File: config.mk
export PLATFORM = sky130hd
export DESIGN_NAME = colorPalette
export DESIGN_NICKNAME = d
export VERILOG_FILES = /design/src/common/colorPkg.sv /design/src/pixelStore/colorPalette.sv
export SDC_FILE = /design/constraint.sdc
export NUM_CORES = 1
export LEC_CHECK = 0
export ABC_AREA = 1
export BUFFER_PORTS_ARGS = -buffer_cell sky130_fd_sc_hd__buf_4
export CAP_MARGIN = 20
export CORE_AREA = 2 2 39 41
export DETAILED_ROUTE_END_ITERATION = 10
export DIE_AREA = 0 0 41 43
export PLACE_DENSITY = 0.65
export SLEW_MARGIN = 20
export SYNTH_ARGS = -nofsm -noshare
export SYNTH_HDL_FRONTEND = slang
export SYNTH_SLANG_ARGS = --single-unit
File: constraint.sdc
create_clock -name clk -period 0.8 [get_ports clk]
set_input_delay 0.08 -clock clk [delete_from_list [all_inputs] [get_ports clk]]
set_output_delay 0.08 -clock clk [all_outputs]
set_load 0.02 [all_outputs]
File: src/common/colorPkg.sv
package colorPkg;

  // palette index stored per canvas pixel
  typedef logic [2:0] colorCode_t;

  // 4 bits per channel, red in [11:8], green in [7:4], blue in [3:0]
  typedef logic [11:0] rgb_t;

  // named codes
  // erase is what a clear writes, outside fills the area beyond the canvas
  localparam colorCode_t erase   = 3'd0;
  localparam colorCode_t red     = 3'd1;
  localparam colorCode_t green   = 3'd2;
  localparam colorCode_t blue    = 3'd3;
  localparam colorCode_t yellow  = 3'd4;
  localparam colorCode_t purple  = 3'd5;
  localparam colorCode_t white   = 3'd6;
  localparam colorCode_t outside = 3'd7;

  // blanking output
  localparam rgb_t rgbBlack = 12'h000;

  // palette, indexed by color code
  // erase is a dark gray so a cleared canvas differs from blanking
  localparam rgb_t paletteTable [8] = '{
    12'h222,
    12'hF00,
    12'h0F0,
    12'h00F,
    12'hFF0,
    12'hA0F,
    12'hFFF,
    12'h458
  };

endpackage

File: src/pixelStore/colorPalette.sv
`timescale 1ns/1ps

module colorPalette (
  input  logic                 clk,
  input  logic                 rst,
  input  colorPkg::colorCode_t colorCode,
  input  logic                 activeDly,
  output colorPkg::rgb_t       rgb
);

  import colorPkg::*;

  rgb_t lookup;

  // table lookup
  assign lookup = paletteTable[colorCode];

  // second pixel stage
  // black in reset and during blanking
  always_ff @(posedge clk) begin
    if (rst) begin
      rgb <= rgbBlack;
    end else if (!activeDly) begin
      rgb <= rgbBlack;
    end else begin
      rgb <= lookup;
    end
  end

endmodule

==> results_tabular.tex <==
\begin{tabular}{lr}
\hline
Metric & Value \\
\hline
\multicolumn{2}{l}{\textbf{Synthesis}} \\
\quad Top cells by count, synth & 11 x sky130\_fd\_sc\_hd\_\_nand2\_1, 10 x sky130\_fd\_sc\_hd\_\_dfxtp\_1, 8 x sky130\_fd\_sc\_hd\_\_a21oi\_1 \\
\quad Syn\_nets & 60 \\
\quad Number of distinct library cells after synthesis & 8 \\
\quad Number of cells produced by synthesis & 48 \\
\quad Most instantiated flip-flop cell in the synthesis netlist & sky130\_fd\_sc\_hd\_\_dfxtp\_1 \\
\quad Share of synthesized area occupied by flip-flops and latches & 0.483 \\
\quad Yosys top cell by area & sky130\_fd\_sc\_hd\_\_dfxtp\_1 \\
\quad Largest cells by area after synthesis & sky130\_fd\_sc\_hd\_\_dfxtp\_1 48\%, sky130\_fd\_sc\_hd\_\_ha\_1 18\%, sky130\_fd\_sc\_hd\_\_nand2\_1 10\% \\
\quad Number of enable flip-flop cells after synthesis & 0 \\
\quad Post-synth top area share & 0.483 \\
\quad Synth warnings & 0 \\
\quad Proportion of synthesized flip-flops having asynchronous set or reset & 0 \\
\quad Post-synthesis average cell area & 8.63 um\^{}2 \\
\quad Most frequently used cell type in the post-synthesis netlist & sky130\_fd\_sc\_hd\_\_nand2\_1 \\
\quad Summed instance area of the synthesized netlist & 414 um\^{}2 \\
\quad Number of register bits inferred by synthesis & 10 \\
\multicolumn{2}{l}{\textbf{Critical path}} \\
\quad Cells traversed along the worst timing path & buf\_6 \\
\quad Critical path arrival & $\sim$0.7 ns \\
\quad Crit path largest cell delay & $\sim$0.34 ns \\
\quad Crit path max fanout & 2 \\
\quad Critical path endpoint category & output pin \\
\quad Number of cells on the critical path & 1 \\
\quad Critical-path top delay cell & sky130\_fd\_sc\_hd\_\_dfxtp\_2 \\
\quad Worst Setup SP & rgb[6]\$\_SDFF\_PP0\_ \\
\quad Critical path capture point & rgb[6] \\
\quad Gate family responsible for the most delay along the worst path & flip-flops \\
\quad Critical path data required time & 0.72 ns \\
\quad Worst setup SP type & register \\
\quad Setup CP Type & reg -> out \\
\quad WP buf/inv & 1 \\
\multicolumn{2}{l}{\textbf{Detailed routing}} \\
\quad Total wire length & approximately 740 um \\
\quad WL/cell & between 8 and 9 um \\
\quad Pre-Repair DR Iteration Count & 3 \\
\quad Total number of vias & 366 \\
\quad Total DRC errors in the routed layout & 0 \\
\quad Met2 wire length & 388 um \\
\quad WL met3 & about 47 um \\
\quad Top layer used by detailed routing & met4 \\
\quad Number of routed nets with antenna violations & 0 \\
\quad Vias per std cell & 4.26 \\
\quad Routed metal-1 wire length & roughly 270 um \\
\quad Violation count after the first detailed-route iteration & 5 \\
\multicolumn{2}{l}{\textbf{GRT}} \\
\quad Antenna violations before repair & 0 \\
\quad Overall fraction of global-route tracks in use & 0.115 \\
\quad Vias in the first global route & about 370 \\
\quad Wire length of the first global-routing pass & 1350 um \\
\quad Sum of overflow across all layers after global routing & 0 \\
\quad Pin count of the biggest net entering global routing & 10 \\
\multicolumn{2}{l}{\textbf{Timing}} \\
\quad Setup TNS & 0 ns \\
\quad Achievable clock frequency & 1270 MHz \\
\quad Unrepaired setup endpoints after global routing & true \\
\quad Final Max Slew Viols & 0 \\
\quad Final Setup Violations & 0 \\
\quad Final Critical Period & $\sim$0.79 ns \\
\quad Slew headroom & 0.814 \\
\quad Final clock period utilization by the worst path & 0.983 \\
\quad PnR worst setup slack & 0.0138 ns \\
\quad Endpoints failing hold & 0 \\
\quad Actual slew at the worst max-slew pin & roughly 0.28 ns \\
\multicolumn{2}{l}{\textbf{Die}} \\
\quad Vertical die dimension & 43 um \\
\quad Row count & 14 \\
\quad Die X & 41 um \\
\quad IO Pins & 18 \\
\quad Core region area & around 1400 um\^{}2 \\
\quad Starting Density & 0.299 \\
\quad Total die area & $\sim$1800 um\^{}2 \\
\multicolumn{2}{l}{\textbf{Final layout}} \\
\quad Share of final-layout standard cells stronger than drive strength 1 & 0.443 \\
\quad Final standard cell utilization of the core & 0.469 \\
\quad Fill cell instance count of the final layout & between 100 and 150 \\
\quad Nets & 84 \\
\quad Top flop regs & rgb: 10 flops \\
\quad Max FFs per register & 10 \\
\quad Antenna diode count & 0 \\
\quad Area delta synth->final & 56.8\% \\
\quad Register with the most flip-flops & rgb \\
\quad Final standard cell count with taps included and fillers excluded & 86 \\
\quad Sequential cell area & 209 um\^{}2 \\
\quad Post-route cell area & 649 um\^{}2 \\
\quad Multi-input logic area & 173 um\^{}2 \\
\multicolumn{2}{l}{\textbf{Place}} \\
\quad Number of input and output port buffers inserted & 17 \\
\quad Final Wtd Congestion & 0.729 \\
\quad Placed cells & 83 \\
\quad Detail Placement HPWL & $\sim$600 um \\
\quad DP Area & 577 um\^{}2 \\
\quad Worst setup slack before clock tree synthesis & -0.0346 ns \\
\multicolumn{2}{l}{\textbf{CTS}} \\
\quad Post-CTS Repair Setup Buffers & 0 \\
\quad Number of buffers created by CTS & 3 \\
\quad Clock Sink Count & 10 \\
\quad TritonCTS clock tree & yes \\
\quad CTS HTree Levels & 1 \\
\quad Clock transition at the registers of the reported paths & around 0.06 ns \\
\quad Master cell of the clock root buffer & sky130\_fd\_sc\_hd\_\_clkbuf\_4 \\
\quad Cts-stage hold buffer count & 0 \\
\quad Max Buffers Root-to-Sink & 2 \\
\multicolumn{2}{l}{\textbf{Worst hold path}} \\
\quad Min-Delay Path Class & in -> reg \\
\multicolumn{2}{l}{\textbf{Outcome}} \\
\quad Result of the run & finished clean \\
\multicolumn{2}{l}{\textbf{Power}} \\
\quad Leakage Power & 0.000335 uW \\
\quad Peak VDD IR & 0.385 mV \\
\quad Power density over the cells & 1620 nW/um\^{}2 \\
\multicolumn{2}{l}{\textbf{Job}} \\
\quad Maximum Capacitance Violations & 0 \\
\hline
\end{tabular}
==> repair_timing <==
action,CTS,global route
setup endpoints to repair,4,11
hold endpoints to repair,0,0
gates resized for setup,3,15
==> layout make-up <==
class,count,area share
Clock buffer,3,0.0347
Inverter,7,0.0405
Multi-Input combinational cell,29,0.266
Sequential cell,10,0.322
Tap cell,16,0.0308
Timing Repair Buffer,21,0.306
==> how the worst min path moves through the flow <==
stage / endpoint / cells after the start / from
global route: rgb[9]$_SDFF_PP0_ / 3 / activeDly
global placement: rgb[9]$_SDFF_PP0_ / 3 / activeDly
floorplan: rgb[5]$_SDFF_PP0_ / 1 / colorCode[0]
detailed placement: rgb[9]$_SDFF_PP0_ / 3 / activeDly
finish: rgb[9]$_SDFF_PP0_ / 3 / activeDly
CTS: rgb[9]$_SDFF_PP0_ / 3 / activeDly
==> layer usage <==
layer | vias to the layer above | global-route usage
li1 | 194 | -
met1 | 152 | 0.112
met2 | 15 | 0.172
met3 | 5 | 0.0366
met4 | 0 | 0.120
met5 | - | 0
==> metrics by stage <==
stage | hold slack (ns) | power, uW
CTS | 0.0772 | 1040
floorplan | 0.152 | 632
global placement | 0.341 | 720
detailed placement | 0.344 | 722
finish | 0.0701 | 1050
global route | 0.0927 | 1120
==> cell usage in the layout (no fill, tap or decap) <==
| cell | count |
|---|---|
| sky130_fd_sc_hd__buf_4 | 10 |
| sky130_fd_sc_hd__nand2_1 | 11 |
| sky130_fd_sc_hd__nand3_1 | 1 |
| sky130_fd_sc_hd__inv_1 | 7 |
| sky130_fd_sc_hd__dfxtp_2 | 7 |
| sky130_fd_sc_hd__dfxtp_1 | 3 |
| sky130_fd_sc_hd__clkbuf_4 | 3 |
| sky130_fd_sc_hd__a21oi_1 | 8 |
| sky130_fd_sc_hd__nor2_1 | 3 |
| sky130_fd_sc_hd__buf_6 | 11 |
| sky130_fd_sc_hd__ha_1 | 6 |
==> logic make-up after synthesis <==
kind of cell | after synthesis | synth area share
flops | 10 | 0.483
buf+inv | 9 | 0.0997
compound gates | 8 | 0.0967
simple gates | 15 | 0.139
fa+ha+maj | 6 | 0.181
==> power breakdown <==
part	leakage (uW)	switching, uW	internal [uW]	total, uW
Clock	0.0000138	147	172	319
Combinational	0.000237	101	97.4	198
Sequential	0.0000848	10.7	524	534
No activity file was read; power rests on OpenSTA's default activity.
