[config.mk]
export PLATFORM = sky130hd
export DESIGN_NAME = vgaTiming
export DESIGN_NICKNAME = d
export VERILOG_FILES = /design/src/common/vgaPkg.sv /design/src/source/vgaTiming.sv
export SDC_FILE = /design/constraint.sdc
export NUM_CORES = 1
export LEC_CHECK = 0
export BUFFER_PORTS_ARGS = -buffer_cell sky130_fd_sc_hd__buf_2
export CORE_UTILIZATION = 55
export DETAILED_ROUTE_END_ITERATION = 7
export PLACE_DENSITY_LB_ADDON = 0.25
export SETUP_SLACK_MARGIN = 0.1
export SLEW_MARGIN = 40
export SYNTH_ARGS = -nofsm -noshare
export SYNTH_HDL_FRONTEND = slang
export SYNTH_SLANG_ARGS = --single-unit
[constraint.sdc]
create_clock -name clk -period 3.25 [get_ports clk]
set_clock_uncertainty 0.05 [all_clocks]
set_input_delay 0.325 -clock clk [delete_from_list [all_inputs] [get_ports clk]]
set_output_delay 0.325 -clock clk [all_outputs]
set_load 0.05 [all_outputs]
[src/common/vgaPkg.sv]
package vgaPkg;

  // screen counter value, wide enough for an 800 x 525 frame
  typedef logic [9:0] screenCoord_t;

  // brush coordinate
  // bit 7 set means the stroke lies off the canvas
  typedef logic [7:0] canvasCoord_t;

  // canvas address, row in [13:7] and column in [6:0]
  typedef logic [13:0] canvasAddr_t;

  // canvas edge in pixels
  localparam int CANVAS_SIZE = 128;

  // one word per canvas pixel
  localparam int CANVAS_DEPTH = CANVAS_SIZE * CANVAS_SIZE;

endpackage

[src/source/vgaTiming.sv]
`timescale 1ns/1ps

module vgaTiming #(
  parameter int hActive = 640,
  parameter int hFront  = 16,
  parameter int hSync   = 96,
  parameter int hBack   = 48,
  parameter int vActive = 480,
  parameter int vFront  = 10,
  parameter int vSync   = 2,
  parameter int vBack   = 33
) (
  input  logic                 clk,
  input  logic                 rst,
  output vgaPkg::screenCoord_t hPos,
  output vgaPkg::screenCoord_t vPos,
  output logic                 active,
  output logic                 hsyncRaw,
  output logic                 vsyncRaw
);

  import vgaPkg::*;

  // line and frame totals
  localparam int hTotal = hActive + hFront + hSync + hBack;
  localparam int vTotal = vActive + vFront + vSync + vBack;

  // last count before wrap
  localparam screenCoord_t hLast = screenCoord_t'(hTotal - 1);
  localparam screenCoord_t vLast = screenCoord_t'(vTotal - 1);

  // window edges, sync window follows active plus front porch
  localparam screenCoord_t hActiveEnd = screenCoord_t'(hActive);
  localparam screenCoord_t vActiveEnd = screenCoord_t'(vActive);
  localparam screenCoord_t hSyncStart = screenCoord_t'(hActive + hFront);
  localparam screenCoord_t vSyncStart = screenCoord_t'(vActive + vFront);
  localparam screenCoord_t hSyncEnd   = screenCoord_t'(hActive + hFront + hSync);
  localparam screenCoord_t vSyncEnd   = screenCoord_t'(vActive + vFront + vSync);

  logic lineEnd;
  logic frameEnd;

  assign lineEnd  = (hPos == hLast);
  assign frameEnd = (vPos == vLast);

  // pixel counter, wraps once per line
  always_ff @(posedge clk) begin
    if (rst) begin
      hPos <= '0;
    end else if (lineEnd) begin
      hPos <= '0;
    end else begin
      hPos <= hPos + 1'b1;
    end
  end

  // line counter, steps on each horizontal wrap
  always_ff @(posedge clk) begin
    if (rst) begin
      vPos <= '0;
    end else if (lineEnd) begin
      if (frameEnd) begin
        vPos <= '0;
      end else begin
        vPos <= vPos + 1'b1;
      end
    end
  end

  // visible region
  assign active = (hPos < hActiveEnd) && (vPos < vActiveEnd);

  // syncs are active low inside their window
  assign hsyncRaw = !((hPos >= hSyncStart) && (hPos < hSyncEnd));
  assign vsyncRaw = !((vPos >= vSyncStart) && (vPos < vSyncEnd));

endmodule

==> results of run 1 <==
[state kept, by name, indices dropped and copies added, names as in the netlist]
signal  flops
vPos       10
hPos       10
[layout make-up]
class | instances | area, sq um
fill | 170 | 591
multi-input combinational | 85 | 554
sequential | 20 | 400
timing repair buffer | 24 | 120
tap | 25 | 31.3
inverter | 7 | 26.3
clock buffer | 3 | 22.5
[power breakdown]
part	total [uW]	switching (uW)	internal [uW]
combinational	26.3	19.9	6.42
clock	115	71.7	43.2
sequential	252	4.27	248
[cell usage in the layout (no fill, tap or decap), drive strengths merged, types with 4 or more instances in the layout]
cell type / n
buf: 24
dfxtp: 20
nor2: 20
nand4: 9
xnor2: 8
inv: 7
o21ai: 5
nand3: 5
xor2: 5
nand2: 4
ha: 4
and3: 4
a21oi: 4
[worst max path at each step]
stage                 start        to  slack (ns)  cells past startpoint
global route        vPos[6]  vsyncRaw        1.13                      3
CTS                 vPos[5]  vsyncRaw        1.25                      3
global placement    vPos[1]   vPos[0]        1.31                      6
floorplan           hPos[0]   vPos[8]        1.19                      6
finish              vPos[6]  vsyncRaw        1.24                      3
detailed placement  vPos[0]   vPos[0]        1.30                      6
[cells in the mapped netlist, drive strengths merged, types with 2 or more instances]
library cell	instances
a21oi	4
nand3	5
o21ai	5
dfxtp	20
ha	4
nor2	20
or4	2
inv	7
xor2	5
or3	3
nand4	9
buf	5
xnor2	8
nand2	4
and3	4
[kinds of logic (layout without fill, tap and decap cells)]
kind of cell | count (synthesis) | count (layout) | synth area share [%]
xor+xnor | 13 | 13 | 11.0
buf+inv | 12 | 34 | 7.40
fa+ha+maj | 4 | 4 | 4.85
mux | 1 | 1 | 0.971
simple gates | 57 | 57 | 30.6
compound gates | 10 | 10 | 6.31
flops | 20 | 20 | 38.8
[per-stage QoR]
| stage | area (sq um) | total power [uW] | cells |
|---|---|---|---|
| floorplan | 1030 | 280 | 117 |
| global placement | 1130 | 284 | 161 |
| detailed placement | 1130 | 284 | 161 |
| CTS | 1150 | 396 | 164 |
| global route | 1150 | 412 | 164 |
| finish | 1150 | 394 | 164 |
[layer usage]
| metal | global-route usage [%] | share of wire (%) | vias to the layer above |
|---|---|---|---|
| li1 | - | - | 445 |
| met1 | 31.4 | 50 | 388 |
| met2 | 28.7 | 43 | 19 |
| met3 | 6.00 | 3.9 | 8 |
| met4 | 12.7 | 2.9 | 0 |
| met5 | 0 | 0 | - |
==> flow_summary.ini, run 1 <==
[run_status]
status = finished, final reports clean

[job]
drv_cap = 0

[placed_design]
gp_congestion = 0.870
preCtsSetupSlack_ns = 1.30
port_buffers = 24
hpwlAfterDp_um = 1470

[drt]
dr.pass1.iters = 4
dr_total_vias = 860
drtIter0Drc = 5
drtAntennaViolNets = 0
totalWireLength_um = 1940
post_drt_wl_per_cell_um = 11.8
drc = 0
vias_per_cell = 5.24

[setup_path]
critPathKind = reg2out
cp.arrival_ns = 1.64
critical-path-top-delay-family = simple AND/OR/NAND/NOR gates
setup.worst_path.start_class = flop
cpMaxStageDelayCell = or4_1
crit_chain = nand4_1 -> or4_1 -> buf_2
end_kind = primary output
crit_fanout = 7
reg2reg_from = vPos[0]
timing.rr.end = vPos[4]
required_ns = 2.87
cpPeakStageDelay_ns = 0.49
cp_num_buf_inv = 1
r2r_slack_ns = 1.28
worstRegToRegCells = 6

[yosys]
syn_inst = 117
synth_cell_types = 31
async_flop_share_pct = 0
avgSynthCellArea_sq_um = 8.81
synth-warning-count = 0
seq_area_frac_synth_pct = 38.8
synth-seq-cells = 20
yosysTopAreaCell = dfxtp_1
yosys.area.top_type_share_pct = 38.8
synth_area_leaders = dfxtp_1 39%, nor2_1 6.9%, xnor2_1 6.8%, nand4_1 5.5%, ha_1 4.9%
syn_nets = 123
syn_area_sq_um = 1030
synth-edff-count = 0
ys.flop_type = dfxtp_1

[global_route]
grt_pass1_vias = 719
grt_use_total_pct = 21.8
grt_pass1_wl_um = 3200
antenna_found_initial = 0
grt_max_degree = 11
grt-ovfl-total = 0

[min_path]
hold_start = rst
holdCritPathClass = in2reg
holdPathStages = 2
min_to = vPos[6]

[sta]
fin_crit_ns = 2.01
whs_ns = 0.207
max_freq_mhz = 497
max_slew_margin_pct = 73.5
fin_crit_sh_pct = 61.9
maxSlewViolCount = 0
final.setup.worst_slack_ns = 1.24
tightest_slew_ns = 0.397
setup_tns_ns = 0
hold_viol = 0
final-setup-viol-count = 0
rsz0062_at_grt = no

[cells_and_area]
fin_util_pct = 66.2
num_antenna_cells = 0
fin_nets = 147
final_layout_size_suffix_gt1_share_pct = 23.0
area_delta_synth_final_pct = 12.0

[cts]
cts_resized = 0
numClockSinks = 20
cts_tree = built
clk_pin_slew_ns = 0.11
cts_inserted_buffers = 3
htree_num_levels = 1
clock_latency_ns = 0.29
cts_setup_buffers = 0
cts-root-buf = clkbuf_4
hold_buffers = 0
clockBufferDepth = 2

[pwr]
powerDensity_nw_per_um2 = 341
leakagePower_uw = 0.000475
vdd_drop_max_uv = 284

[floorplanning]
die_area_sq_um = 2050
start_util_pct = 59.1
num_rows = 15
core_area_sq_um = 1750
die_w_um = 45.3
top_level_ports = 25
die_h_um = 45.3
(Power assumes the default switching activity.)
==> run 2, diff against run 1 <==
--- a/config.mk
+++ b/config.mk
@@ -6,7 +6,7 @@
 export NUM_CORES = 1
 export LEC_CHECK = 0
 export BUFFER_PORTS_ARGS = -buffer_cell sky130_fd_sc_hd__buf_2
-export CORE_UTILIZATION = 55
+export CORE_UTILIZATION = 51
 export DETAILED_ROUTE_END_ITERATION = 7
 export PLACE_DENSITY_LB_ADDON = 0.25
 export SETUP_SLACK_MARGIN = 0.1
==> constraint.sdc (replaced) <==
create_clock -name clk -period 2.05 [get_ports clk]
set_clock_uncertainty 0.05 [all_clocks]
set_input_delay 0.205 -clock clk [delete_from_list [all_inputs] [get_ports clk]]
set_output_delay 0.205 -clock clk [all_outputs]
set_load 0.05 [all_outputs]
==> run 2 against run 1 <==
  * Worst hold slack got worse by 0.088 ns
  * Wire length increased by 12%
  * Worst setup slack got worse by 1.1 ns
  * Critical endpoint unchanged
==> flow_summary.ini, run 2 (synthesis gave the netlist of run 1 again) <==
[global_route]
grt-ovfl-total = 0
grt_pass1_wl_um = 3260
grt_pass1_vias = 747
grt_max_degree = 12
grt_use_total_pct = 21.1
antenna_found_initial = 0

[job]
drv_cap = 0

[pwr]
leakagePower_uw = 0.000489
p_total_uw = 670
powerDensity_nw_per_um2 = 563
vdd_drop_max_uv = 492

[cells_and_area]
fillers = 167
final_cells = 166
regArea_sq_um = 407
final_common_cell = buf_2
area_delta_synth_final_pct = 15.4
final_layout_size_suffix_gt1_share_pct = 29.1
layout_common_cells = 24 x buf_2, 19 x nor2_1, 15 x dfxtp_1
num_antenna_cells = 0
fin_nets = 148
multi_input_area_sq_um = 569
reg_top3 = hPos: 10 flops, vPos: 10 flops

[cts]
cts_tree = built
clock_latency_ns = 0.30
clockBufferDepth = 2
clk_pin_slew_ns = 0.11
hold_buffers = 0
cts-root-buf = clkbuf_4
cts_inserted_buffers = 3
htree_num_levels = 1
numClockSinks = 20
cts_setup_buffers = 0

[placed_design]
place_inst = 161
port_buffers = 24
hpwlAfterDp_um = 1590
preCtsSetupSlack_ns = 0.0713
gp_congestion = 0.808

[sta]
fin_crit_sh_pct = 91.1
max_freq_mhz = 535
tightest_slew_ns = 0.450
whs_ns = 0.119
fin_crit_ns = 1.87
setup_tns_ns = 0
final.setup.worst_slack_ns = 0.181
maxSlewViolCount = 0
rsz0062_at_grt = yes
final-setup-viol-count = 0
max_slew_margin_pct = 69.6
hold_viol = 0

[floorplanning]
die_h_um = 47.0
die_w_um = 47.0
core_area_sq_um = 1800
num_rows = 15
die_area_sq_um = 2210
start_util_pct = 57.2
top_level_ports = 25

[drt]
post_drt_wl_per_cell_um = 13.1
vias_per_cell = 5.45
drtIter0Drc = 18
drc = 0
totalWireLength_um = 2170
dr_total_vias = 904
drtAntennaViolNets = 0
dr.pass1.iters = 4

[min_path]
holdCritPathClass = in2reg

[setup_path]
cpPeakStageDelay_ns = 0.49
cpMaxStageDelayCell = or4_1
setup.worst_path.start_class = flop
required_ns = 1.79
cp.arrival_ns = 1.61
crit_chain = nand4_1 -> or4_1 -> buf_2
end_kind = primary output
critPathKind = reg2out
crit_fanout = 5

[run_status]
status = finished, final reports clean
-- run 2: changes by cell type in the layout (fill, tap and decap cells not counted) --
cell / change
a31o_2: +2
clkbuf_8: +1
nor4_2: +1
nor4_1: -1
a31o_1: -1
dfxtp_1: -5
dfxtp_2: +5
-- run 2: per-stage QoR --
| stage | instance area, sq um | util [%] |
|---|---|---|
| finish | 1190 | 66.0 |
| global route | 1190 | 66.0 |
| CTS | 1170 | 65.0 |
| detailed placement | 1130 | 63.0 |
| global placement | 1130 | 63.0 |
| floorplan | 1030 | - |
-- run 2: path summary, 6_finish.rpt --
check | from | end | slack (ns) | cells past startpoint
setup reg to reg | vPos[0] | vPos[5] | 0.20 | 6
hold / removal | rst | hPos[4] | 0.12 | 2
setup / recovery | vPos[8] | vsyncRaw | 0.18 | 3
hold reg to reg | hPos[0] | hPos[0] | 0.41 | 1
-- run 2: routing by layer --
layer	up-vias	GRT usage [%]	part of all wire [%]
met1	424	27.1	47
met5	-	0	0
met4	0	7.43	1.4
met2	23	32.8	46
met3	4	7.69	5.0
li1	453	-	-
-- run 2: worst max-delay path, delay by kind of cell, from the launching register on --
family                 cells  cell delay (ns)
DFF                        1             0.42
buffers and inverters      1             0.22
and+or+nand+nor            2             0.66
-- run 2: layout make-up --
class / count / share of cell area, %
clock buffers: 4 / 3.05
inverters: 7 / 2.21
multi-input cells: 86 / 47.8
flip-flops and latches: 20 / 34.2
well taps: 25 / 2.63
repair buffers: 24 / 10.1
-- run 2: power breakdown --
| group | leakage (uW) | total [uW] | switching (uW) | internal (uW) |
|---|---|---|---|---|
| combinational | 0.000304 | 43.2 | 32.0 | 11.2 |
| clock | 0.0000210 | 226 | 118 | 108 |
| sequential | 0.000164 | 401 | 6.89 | 394 |
| total | 0.000489 | 670 | 156 | 514 |
-- run 2: repair_timing --
| item | 4_1_cts | 5_1_grt |
|---|---|---|
| cloned | 0 | 1 |
| setup endpoints to repair | 6 | 10 |
| pin swaps | 0 | 1 |
| gates resized for setup | 1 | 5 |
