--- config.mk ---
export PLATFORM = sky130hd
export DESIGN_NAME = brushControl
export DESIGN_NICKNAME = d
export VERILOG_FILES = /design/src/common/vgaPkg.sv /design/src/common/colorPkg.sv /design/src/source/brushControl.sv
export SDC_FILE = /design/constraint.sdc
export NUM_CORES = 1
export LEC_CHECK = 0
export ABC_AREA = 1
export BUFFER_PORTS_ARGS = -buffer_cell sky130_fd_sc_hd__buf_2
export CAP_MARGIN = 20
export CELL_PAD_IN_SITES_DETAIL_PLACEMENT = 1
export CELL_PAD_IN_SITES_GLOBAL_PLACEMENT = 1
export CORE_ASPECT_RATIO = 2
export CORE_MARGIN = 3
export CORE_UTILIZATION = 40
export DETAILED_ROUTE_END_ITERATION = 10
export GPL_TIMING_DRIVEN = 0
export PLACE_DENSITY_LB_ADDON = 0.05
export SLEW_MARGIN = 20
export SYNTH_ARGS = -nofsm -noshare
export SYNTH_HDL_FRONTEND = slang
export SYNTH_SLANG_ARGS = --single-unit
--- constraint.sdc ---
create_clock -name clk -period 5.31 [get_ports clk]
set_input_delay 1.062 -clock clk [delete_from_list [all_inputs] [get_ports clk]]
set_output_delay 1.062 -clock clk [all_outputs]
set_load 0.05 [all_outputs]
--- src/common/vgaPkg.sv ---
package vgaPkg;

  // screen counter value, wide enough for an 800 x 525 frame
  typedef logic [9:0] screenCoord_t;

  // brush coordinate
  // bit 7 set means the stroke lies off the canvas
  typedef logic [7:0] canvasCoord_t;

  // canvas address, row in [13:7] and column in [6:0]
  typedef logic [13:0] canvasAddr_t;

  // canvas edge in pixels
  localparam int CANVAS_SIZE = 128;

  // one word per canvas pixel
  localparam int CANVAS_DEPTH = CANVAS_SIZE * CANVAS_SIZE;

endpackage

--- src/common/colorPkg.sv ---
package colorPkg;

  // palette index stored per canvas pixel
  typedef logic [2:0] colorCode_t;

  // 4 bits per channel, red in [11:8], green in [7:4], blue in [3:0]
  typedef logic [11:0] rgb_t;

  // named codes
  // erase is what a clear writes, outside fills the area beyond the canvas
  localparam colorCode_t erase   = 3'd0;
  localparam colorCode_t red     = 3'd1;
  localparam colorCode_t green   = 3'd2;
  localparam colorCode_t blue    = 3'd3;
  localparam colorCode_t yellow  = 3'd4;
  localparam colorCode_t purple  = 3'd5;
  localparam colorCode_t white   = 3'd6;
  localparam colorCode_t outside = 3'd7;

  // blanking output
  localparam rgb_t rgbBlack = 12'h000;

  // palette, indexed by color code
  // erase is a dark gray so a cleared canvas differs from blanking
  localparam rgb_t paletteTable [8] = '{
    12'h222,
    12'hF00,
    12'h0F0,
    12'h00F,
    12'hFF0,
    12'hA0F,
    12'hFFF,
    12'h458
  };

endpackage

--- src/source/brushControl.sv ---
`timescale 1ns/1ps

module brushControl (
  input  logic                 clk,
  input  logic                 rst,
  input  logic                 brush,
  input  logic                 clearCanvas,
  input  colorPkg::colorCode_t newColor,
  input  vgaPkg::canvasCoord_t wx,
  input  vgaPkg::canvasCoord_t wy,
  output logic                 wrEn,
  output vgaPkg::canvasAddr_t  wrAddr,
  output colorPkg::colorCode_t wrColor,
  output logic                 clearBusy
);

  import vgaPkg::*;
  import colorPkg::*;

  typedef enum logic {
    idle,
    sweeping
  } brushState_t;

  localparam canvasCoord_t canvasEdge = canvasCoord_t'(CANVAS_SIZE);
  localparam canvasAddr_t  lastAddr   = canvasAddr_t'(CANVAS_DEPTH - 1);

  brushState_t state;

  // sweep position during a clear
  canvasAddr_t sweepAddr;

  // registered stroke
  logic        strokeEn;
  canvasAddr_t strokeAddr;
  colorCode_t  strokeColor;

  logic onCanvas;

  // both coordinates must land inside the canvas
  assign onCanvas = (wx < canvasEdge) && (wy < canvasEdge);

  always_ff @(posedge clk) begin
    if (rst) begin
      state     <= idle;
      sweepAddr <= '0;
      strokeEn  <= 1'b0;
    end else begin
      case (state)
        idle: begin
          // clear takes priority over a stroke in the same cycle
          if (clearCanvas) begin
            state     <= sweeping;
            sweepAddr <= '0;
            strokeEn  <= 1'b0;
          end else begin
            strokeEn <= brush && onCanvas;
          end
        end
        sweeping: begin
          // strokes and repeated clears are dropped here
          strokeEn <= 1'b0;
          if (sweepAddr == lastAddr) begin
            state <= idle;
          end
          sweepAddr <= sweepAddr + 1'b1;
        end
        default: begin
          state <= idle;
        end
      endcase
    end
  end

  // stroke payload, only meaningful with strokeEn
  always_ff @(posedge clk) begin
    if (brush && onCanvas) begin
      strokeAddr  <= {wy[6:0], wx[6:0]};
      strokeColor <= newColor;
    end
  end

  assign clearBusy = (state == sweeping);

  // sweep owns the write port while busy
  assign wrEn    = clearBusy || strokeEn;
  assign wrAddr  = clearBusy ? sweepAddr : strokeAddr;
  assign wrColor = clearBusy ? erase : strokeColor;

endmodule

==> results of run 1 <==
-- metrics by stage --
stage	instance area [um2]	instances
4_1_cts	1900	284
2_1_floorplan	1540	186
3_3_place_gp	1800	275
3_5_place_dp	1810	276
5_1_grt	1900	284
6_report	1900	284
-- final cells by class --
cell class                 instances  area [um2]
inverter                          22        82.6
timing repair buffer              41         208
multi-input combinational        126         603
clock inverter                     3        12.5
sequential                        33         831
clock buffer                       5        68.8
tap                               49        61.3
buffer                             5        28.8
fill                             469        1750
-- cells by family (layout without fill, tap and decap cells) --
kind of cell / after synthesis / after routing / share of synthesized area, %
adders and majority gates: 1 / 1 / 0.812
and+or+nand+nor: 101 / 101 / 29.2
AOI/OAI and AO/OA: 24 / 24 / 8.85
buffers and inverters: 27 / 76 / 7.23
DFF: 33 / 33 / 53.9
-- per-layer routing --
| layer | global-route usage [%] | up-vias | part of all wire [%] |
|---|---|---|---|
| li1 | - | 691 | - |
| met1 | 19.2 | 644 | 33 |
| met2 | 38.4 | 35 | 58 |
| met3 | 3.82 | 14 | 3.8 |
| met4 | 13.9 | 0 | 4.8 |
| met5 | 0 | - | 0 |
-- worst max-delay path by stage --
stage	start	end	slack, ps	depth (start not counted)
after CTS	clearBusy	wrAddr[1]	2580	5
after global routing	clearBusy	wrAddr[3]	2480	5
final	clearBusy	wrAddr[1]	2600	5
after detailed placement	clearBusy	wrAddr[1]	2900	5
after floorplan	clearBusy	wrAddr[13]	2120	3
after global placement	wx[7]	strokeAddr[10]	2210	2
-- worst max-delay path: cells and delay by family (launching register included) --
family	cells	cell delay, ps
compound gates	1	110
buf+inv	3	820
flops	1	330
simple gates	1	100
-- Yosys cell counts, drive strengths merged --
cell    instances  area, um2
edfxtp         17        510
nand2          56        228
nand3           9       50.1
o21bai          1       11.3
a21oi           5       25.0
or2             1       6.26
nor2           29        129
a22oi           2       15.0
inv            21       78.8
ha              1       12.5
clkbuf          2       7.51
nor3            5       30.0
dfxtp          16        320
o21ai          15       78.8
clkinv          1       3.75
o22ai           1       6.26
nor4            1       6.26
buf             3       21.3
-- where the power goes --
group | internal (mW) | switching, mW
logic | 0.0204 | 0.0630
registers | 0.276 | 0.00289
clock network | 0.0880 | 0.0876
total | 0.385 | 0.154
-- state kept, by name, summed over array words and instances, names as in the netlist --
register,count
strokeAddr,14
strokeColor,3
clearBusy,1
strokeEn,1
sweepAddr,14
==> flow_summary.ini, run 1 <==
[cells_and_area]
syn_to_final_growth_pct = 23.1
fin_nets = 258
final_common_cell = nand2_1
mostFrequentLayoutCells = nand2_1 (51), buf_2 (42), nor2_1 (23)
diodes = 0
final_core_util_pct = 52.0
drive_above_1_share_pct = 30.2

[floorplan]
die_y_um = 93.8
start_util_pct = 42.2
die-area_mm2 = 0.00468
rows = 31
ioPinCount = 42
die_w_um = 49.9
core_area_mm2 = 0.00365

[routing]
via_per_inst = 4.87
drt-total-wl_um = 4150
first_pass_iters = 3
drcViolationCount = 0
routedWlPerCell_um = 14.6
detail-route-antenna-nets = 0
drt_iter0_drc = 8
vias = 1384

[clock_network]
cts_root_buf = clkbuf_8
cts_hold_buf = 0
cts_buffers = 5
htreeDepth = 2
clk_path_buf_depth = 2
cts_setup_buffers = 0
cts_tree = built
cts.sinks = 33
clock_latency_ps = 280
cts_resized = 0
clk_pin_slew_worst_paths_ps = 70

[flow_run]
maxCapViolCount = 0

[setup_path]
slowest_stage = clkbuf_1
r2r_slack_ps = 3900
slowest_delay_ps = 360
r2r_end = sweepAddr[8]
r2r_cells = 8
worstSetupPathType = flip-flop to primary output
crit_path_end_kind = primary output
cp.arrival_ps = 1650
worstPathMaxFanout = 10
cp.required_ps = 4250
path_cells = inv_2, clkbuf_1, nand2_1, o21ai_0, buf_2
reg2reg_from = sweepAddr[0]
crit_path_start_kind = flip-flop

[synthesis]
syn_inst = 186
synth_seq_cells = 33
ys_warn_count = 0
avgSynthCellArea_um2 = 8.28
seq_area_frac_synth_pct = 53.9
synth_fp_nets = 210
syn_area_mm2 = 0.00154
synth.distinct_cells = 28

[global_route]
antenna_found_initial = 0
grt_max_degree = 12
overflow = 0
grt_pass1_vias = 1600
globalRouteTotalUtil_pct = 20.5
grt_pass1_wl_um = 7130

[place]
place_hpwl_um = 3410
preCtsSetupSlack_ps = 2900
portBuffers = 40
gp_congestion = 0.825

[timing]
whs_ps = 494
finalWorstSetupSlack_ps = 2600
post-route-period-util_pct = 51.1
final.setup.tns_ps = 0
finalHoldViolCount = 0
rsz0062_at_grt = no
fin_crit_ps = 2710
finClkSkew_ps = 5.33
fmax_ghz = 0.368
setup_viol = 0
worst_pin_slew_ps = 508
relSlewSlack_pct = 65.9
slew_viol_final = 0

[hold_path]
holdPathStages = 2
hold_end = sweepAddr[6]
hp-class = flip-flop to flip-flop
hp-start = sweepAddr[6]

[outcome]
status = finished clean

[pwr]
power_leakage_nw = 0.805
power_mw = 0.538
power.density_mw_per_mm2 = 284
peakVddDrop_mv = 0.247
Power figures use the tool's default switching activity.
==> run 2, diff against run 1 <==
- CORE_UTILIZATION: 40 -> 37
- clock period: 5.31 -> 2.8 ns (I/O delays scaled with it)
==> flow_summary.ini, run 2 (same netlist as run 1, synthesis figures left out) <==
[cells_and_area]
fin_nets = 258
final_common_cell = nand2_1
diodes = 0
top_regs = strokeAddr: 14 flops, sweepAddr: 14 flops, strokeColor: 3 flops
syn_to_final_growth_pct = 23.2
mostFrequentLayoutCells = nand2_1 (51), buf_2 (42), nor2_1 (23)
drive_above_1_share_pct = 30.2

[clock_network]
clk_pin_slew_worst_paths_ps = 70
cts_tree = built
cts_hold_buf = 0
cts_resized = 0
clk_path_buf_depth = 2
cts.sinks = 33
cts_buffers = 5
cts_setup_buffers = 0
htreeDepth = 2
cts_root_buf = clkbuf_8
clock_latency_ps = 290

[flow_run]
maxCapViolCount = 0

[floorplan]
core_area_mm2 = 0.00392
rows = 32
die_y_um = 97.2
ioPinCount = 42
die_w_um = 51.6
die-area_mm2 = 0.00502
start_util_pct = 39.3

[hold_path]
hp-class = primary input to flip-flop
holdPathStages = 1
hp-start = wy[4]
hold_end = strokeAddr[11]

[pwr]
power.density_mw_per_mm2 = 538
power_mw = 1.02
peakVddDrop_mv = 0.358
power_leakage_nw = 0.805

[timing]
rsz0062_at_grt = no
relSlewSlack_pct = 65.3
final.setup.tns_ps = 0
finalHoldViolCount = 0
setup_viol = 0
worst_pin_slew_ps = 517
fin_crit_ps = 2230
post-route-period-util_pct = 79.5
whs_ps = 443
finClkSkew_ps = 5.42
fmax_ghz = 0.449
finalWorstSetupSlack_ps = 574
slew_viol_final = 0

[setup_path]
r2r_cells = 8
crit_path_end_kind = primary output
slowest_delay_ps = 370
cp.required_ps = 2240
slowest_stage = clkbuf_1
worstSetupPathType = flip-flop to primary output
reg2reg_from = sweepAddr[0]
worstPathMaxFanout = 10
r2r_slack_ps = 1480
r2r_end = clearBusy
cp.arrival_ps = 1670
crit_buf_inv = 3
path_cells = inv_2, clkbuf_1, nand2_1, o21ai_0, buf_2
crit_path_start_kind = flip-flop
crit_family = buffers and inverters

[routing]
drt-total-wl_um = 3980
routedWlPerCell_um = 13.9
via_per_inst = 4.82
drt_iter0_drc = 16
first_pass_iters = 4
detail-route-antenna-nets = 0
vias = 1378
drcViolationCount = 0

[outcome]
status = finished clean

[place]
preCtsSetupSlack_ps = 889
place_hpwl_um = 3300
gp_congestion = 0.834
portBuffers = 40

[global_route]
grt_max_degree = 12
antenna_found_initial = 0
grt_pass1_vias = 1514
grt_pass1_wl_um = 6760
overflow = 0
globalRouteTotalUtil_pct = 17.8
-- run 2: cell counts in the layout (fill, tap and decap cells not counted) --
No cell type changed its count.
-- run 2: worst max path at each step --
stage | from | slack [ps] | cells after the start | endpoint
after floorplan | clearBusy | 110 | 3 | wrAddr[13]
after global placement | wx[7] | 110 | 2 | strokeAddr[10]
after detailed placement | clearBusy | 890 | 5 | wrAddr[4]
after CTS | clearBusy | 570 | 5 | wrAddr[4]
after global routing | clearBusy | 410 | 5 | wrAddr[4]
final | clearBusy | 570 | 5 | wrAddr[4]
-- run 2: worst register-to-register path, stage by stage (launching register included) --
cell     delay (ps)
dfxtp_1         380
ha_1            220
nand3_1         120
inv_2            90
nand2_1         110
nor2_2          130
nand3_1          80
nand2_1          70
inv_1            30
-- run 2: power breakdown --
part           internal, mW  switching (mW)
sequential            0.524         0.00582
clock                 0.167           0.167
combinational        0.0387           0.118
-- run 2: per-layer routing --
metal	GRT usage [%]	vias up	routed length [um]
met5	0	-	0
met4	6.46	0	85
met3	3.84	8	121
met2	34.0	27	2400
met1	17.6	650	1380
li1	-	693	-
-- run 2: area by class of cell --
cell class,instances,area [um2]
clock inverter,3,12.5
tap,51,63.8
inverter,22,82.6
fill,538,2030
timing repair buffer,41,208
buffer,5,28.8
multi-input combinational,126,603
sequential,33,831
clock buffer,5,68.8
-- run 2: through the flow --
step                      area (um2)  util, %  instances
after global routing            1900     48.4        286
after global placement          1800     46.0        277
final                           1900     48.4        286
after floorplan                 1540        -        186
after CTS                       1900     48.4        286
after detailed placement        1820     46.3        278
==> run 3, diff against run 2 <==
- clock period: 2.8 -> 2.21 ns (I/O delays scaled with it)
==> flow_summary.ini, run 3 (same netlist as run 1, synthesis figures left out) <==
[global_route]
grt_pass1_wl_um = 7130
grt_pass1_vias = 1551
antenna_found_initial = 0
overflow = 0
grt_max_degree = 11
globalRouteTotalUtil_pct = 19.1

[timing]
finalWorstSetupSlack_ps = 159
final.setup.tns_ps = 0
finClkSkew_ps = 2.99
worst_pin_slew_ps = 623
fmax_ghz = 0.488
post-route-period-util_pct = 92.8
rsz0062_at_grt = no
finalHoldViolCount = 0
slew_viol_final = 0
setup_viol = 0
whs_ps = 329
fin_crit_ps = 2050
relSlewSlack_pct = 58.3

[floorplan]
die_y_um = 97.2
rows = 32
die_w_um = 51.6
die-area_mm2 = 0.00502
start_util_pct = 39.3
ioPinCount = 42
core_area_mm2 = 0.00392

[routing]
drcViolationCount = 0
via_per_inst = 4.83
first_pass_iters = 4
drt_iter0_drc = 29
drt-total-wl_um = 4270
vias = 1380
routedWlPerCell_um = 14.9
detail-route-antenna-nets = 0

[setup_path]
crit_path_start_kind = flip-flop
startpoint = clearBusy
slowest_stage = dfxtp_1
worstPathMaxFanout = 10
reg2reg_from = sweepAddr[0]
path_cells = inv_2, clkbuf_1, nand2_1, o21ai_0, buf_2
r2r_slack_ps = 860
slowest_delay_ps = 340
worstSetupPathType = flip-flop to primary output
cp.arrival_ps = 1610
crit_path_end_kind = primary output
crit_family = buffers and inverters
crit_buf_inv = 3
cp.required_ps = 1770

[pwr]
switching_share_pct = 28.6
peakVddDrop_mv = 0.436
p_sw_mw = 0.375
p_int_mw = 0.937
pwr-share-clk_pct = 33.5
pwr-share-seq_pct = 51.1
power.density_mw_per_mm2 = 689
power_leakage_nw = 0.802
power_frac_comb_pct = 15.3

[place]
gp_congestion = 0.892
portBuffers = 40
place_hpwl_um = 3420
placed_cells = 278
preCtsSetupSlack_ps = 447

[cells_and_area]
final_common_cell = nand2_1
top_regs = strokeAddr: 14 flops, sweepAddr: 14 flops, strokeColor: 3 flops
mostFrequentLayoutCells = nand2_1 (51), buf_2 (42), nor2_1 (22)
final_core_util_pct = 48.5
syn_to_final_growth_pct = 23.6
stdcell_count = 286
fin_nets = 258
drive_above_1_share_pct = 30.2
diodes = 0

[outcome]
status = finished clean

[hold_path]
hp-start = wy[3]
hp-class = primary input to flip-flop

[clock_network]
clk_pin_slew_worst_paths_ps = 70
cts_resized = 0
clock_latency_ps = 290
clk_path_buf_depth = 2
cts_hold_buf = 0
cts.sinks = 33
cts_tree = built
htreeDepth = 2
cts_buffers = 5
cts_root_buf = clkbuf_8
cts_setup_buffers = 0

[flow_run]
maxCapViolCount = 0
-- run 3: cell count changes in the layout (fill, tap and decap cells not counted), sizes merged --
cell / previous run / this run
clkinv: 4 / 1
clkbuf: 7 / 10
-- run 3: area by class of cell --
class,instances,area (um2)
fillers,515,2020
well taps,51,63.8
flip-flops and latches,33,831
plain buffers,5,28.8
clock buffers,8,80.1
inverters,22,82.6
repair buffers,41,211
multi-input cells,126,606
-- run 3: path summary, 6_finish.rpt --
path	end	cells after the start
worst max-delay path	wrAddr[7]	5
worst min-delay path	strokeAddr[10]	1
worst max register to register	sweepAddr[12]	8
worst min register to register	sweepAddr[2]	1
-- run 3: layer usage --
layer,track usage [%],wire length [um]
met5,0,0
met4,10.1,167
met3,3.07,140
met1,19.1,1450
met2,35.2,2520
-- run 3: stage by stage --
| stage | total power [mW] | instance area [um2] |
|---|---|---|
| after floorplan | 0.823 | 1540 |
| after global placement | 0.879 | 1810 |
| after detailed placement | 0.887 | 1820 |
| after CTS | 1.33 | 1900 |
| after global routing | 1.37 | 1900 |
| final | 1.31 | 1900 |
-- run 3: power groups by stage --
stage / sequential, mW / clock, mW / combinational [mW]
2_1_floorplan: 0.687 / 0 / 0.136
3_3_place_gp: 0.684 / 0 / 0.195
3_5_place_dp: 0.684 / 0 / 0.203
4_1_cts: 0.671 / 0.450 / 0.205
5_1_grt: 0.672 / 0.477 / 0.217
6_report: 0.671 / 0.440 / 0.201
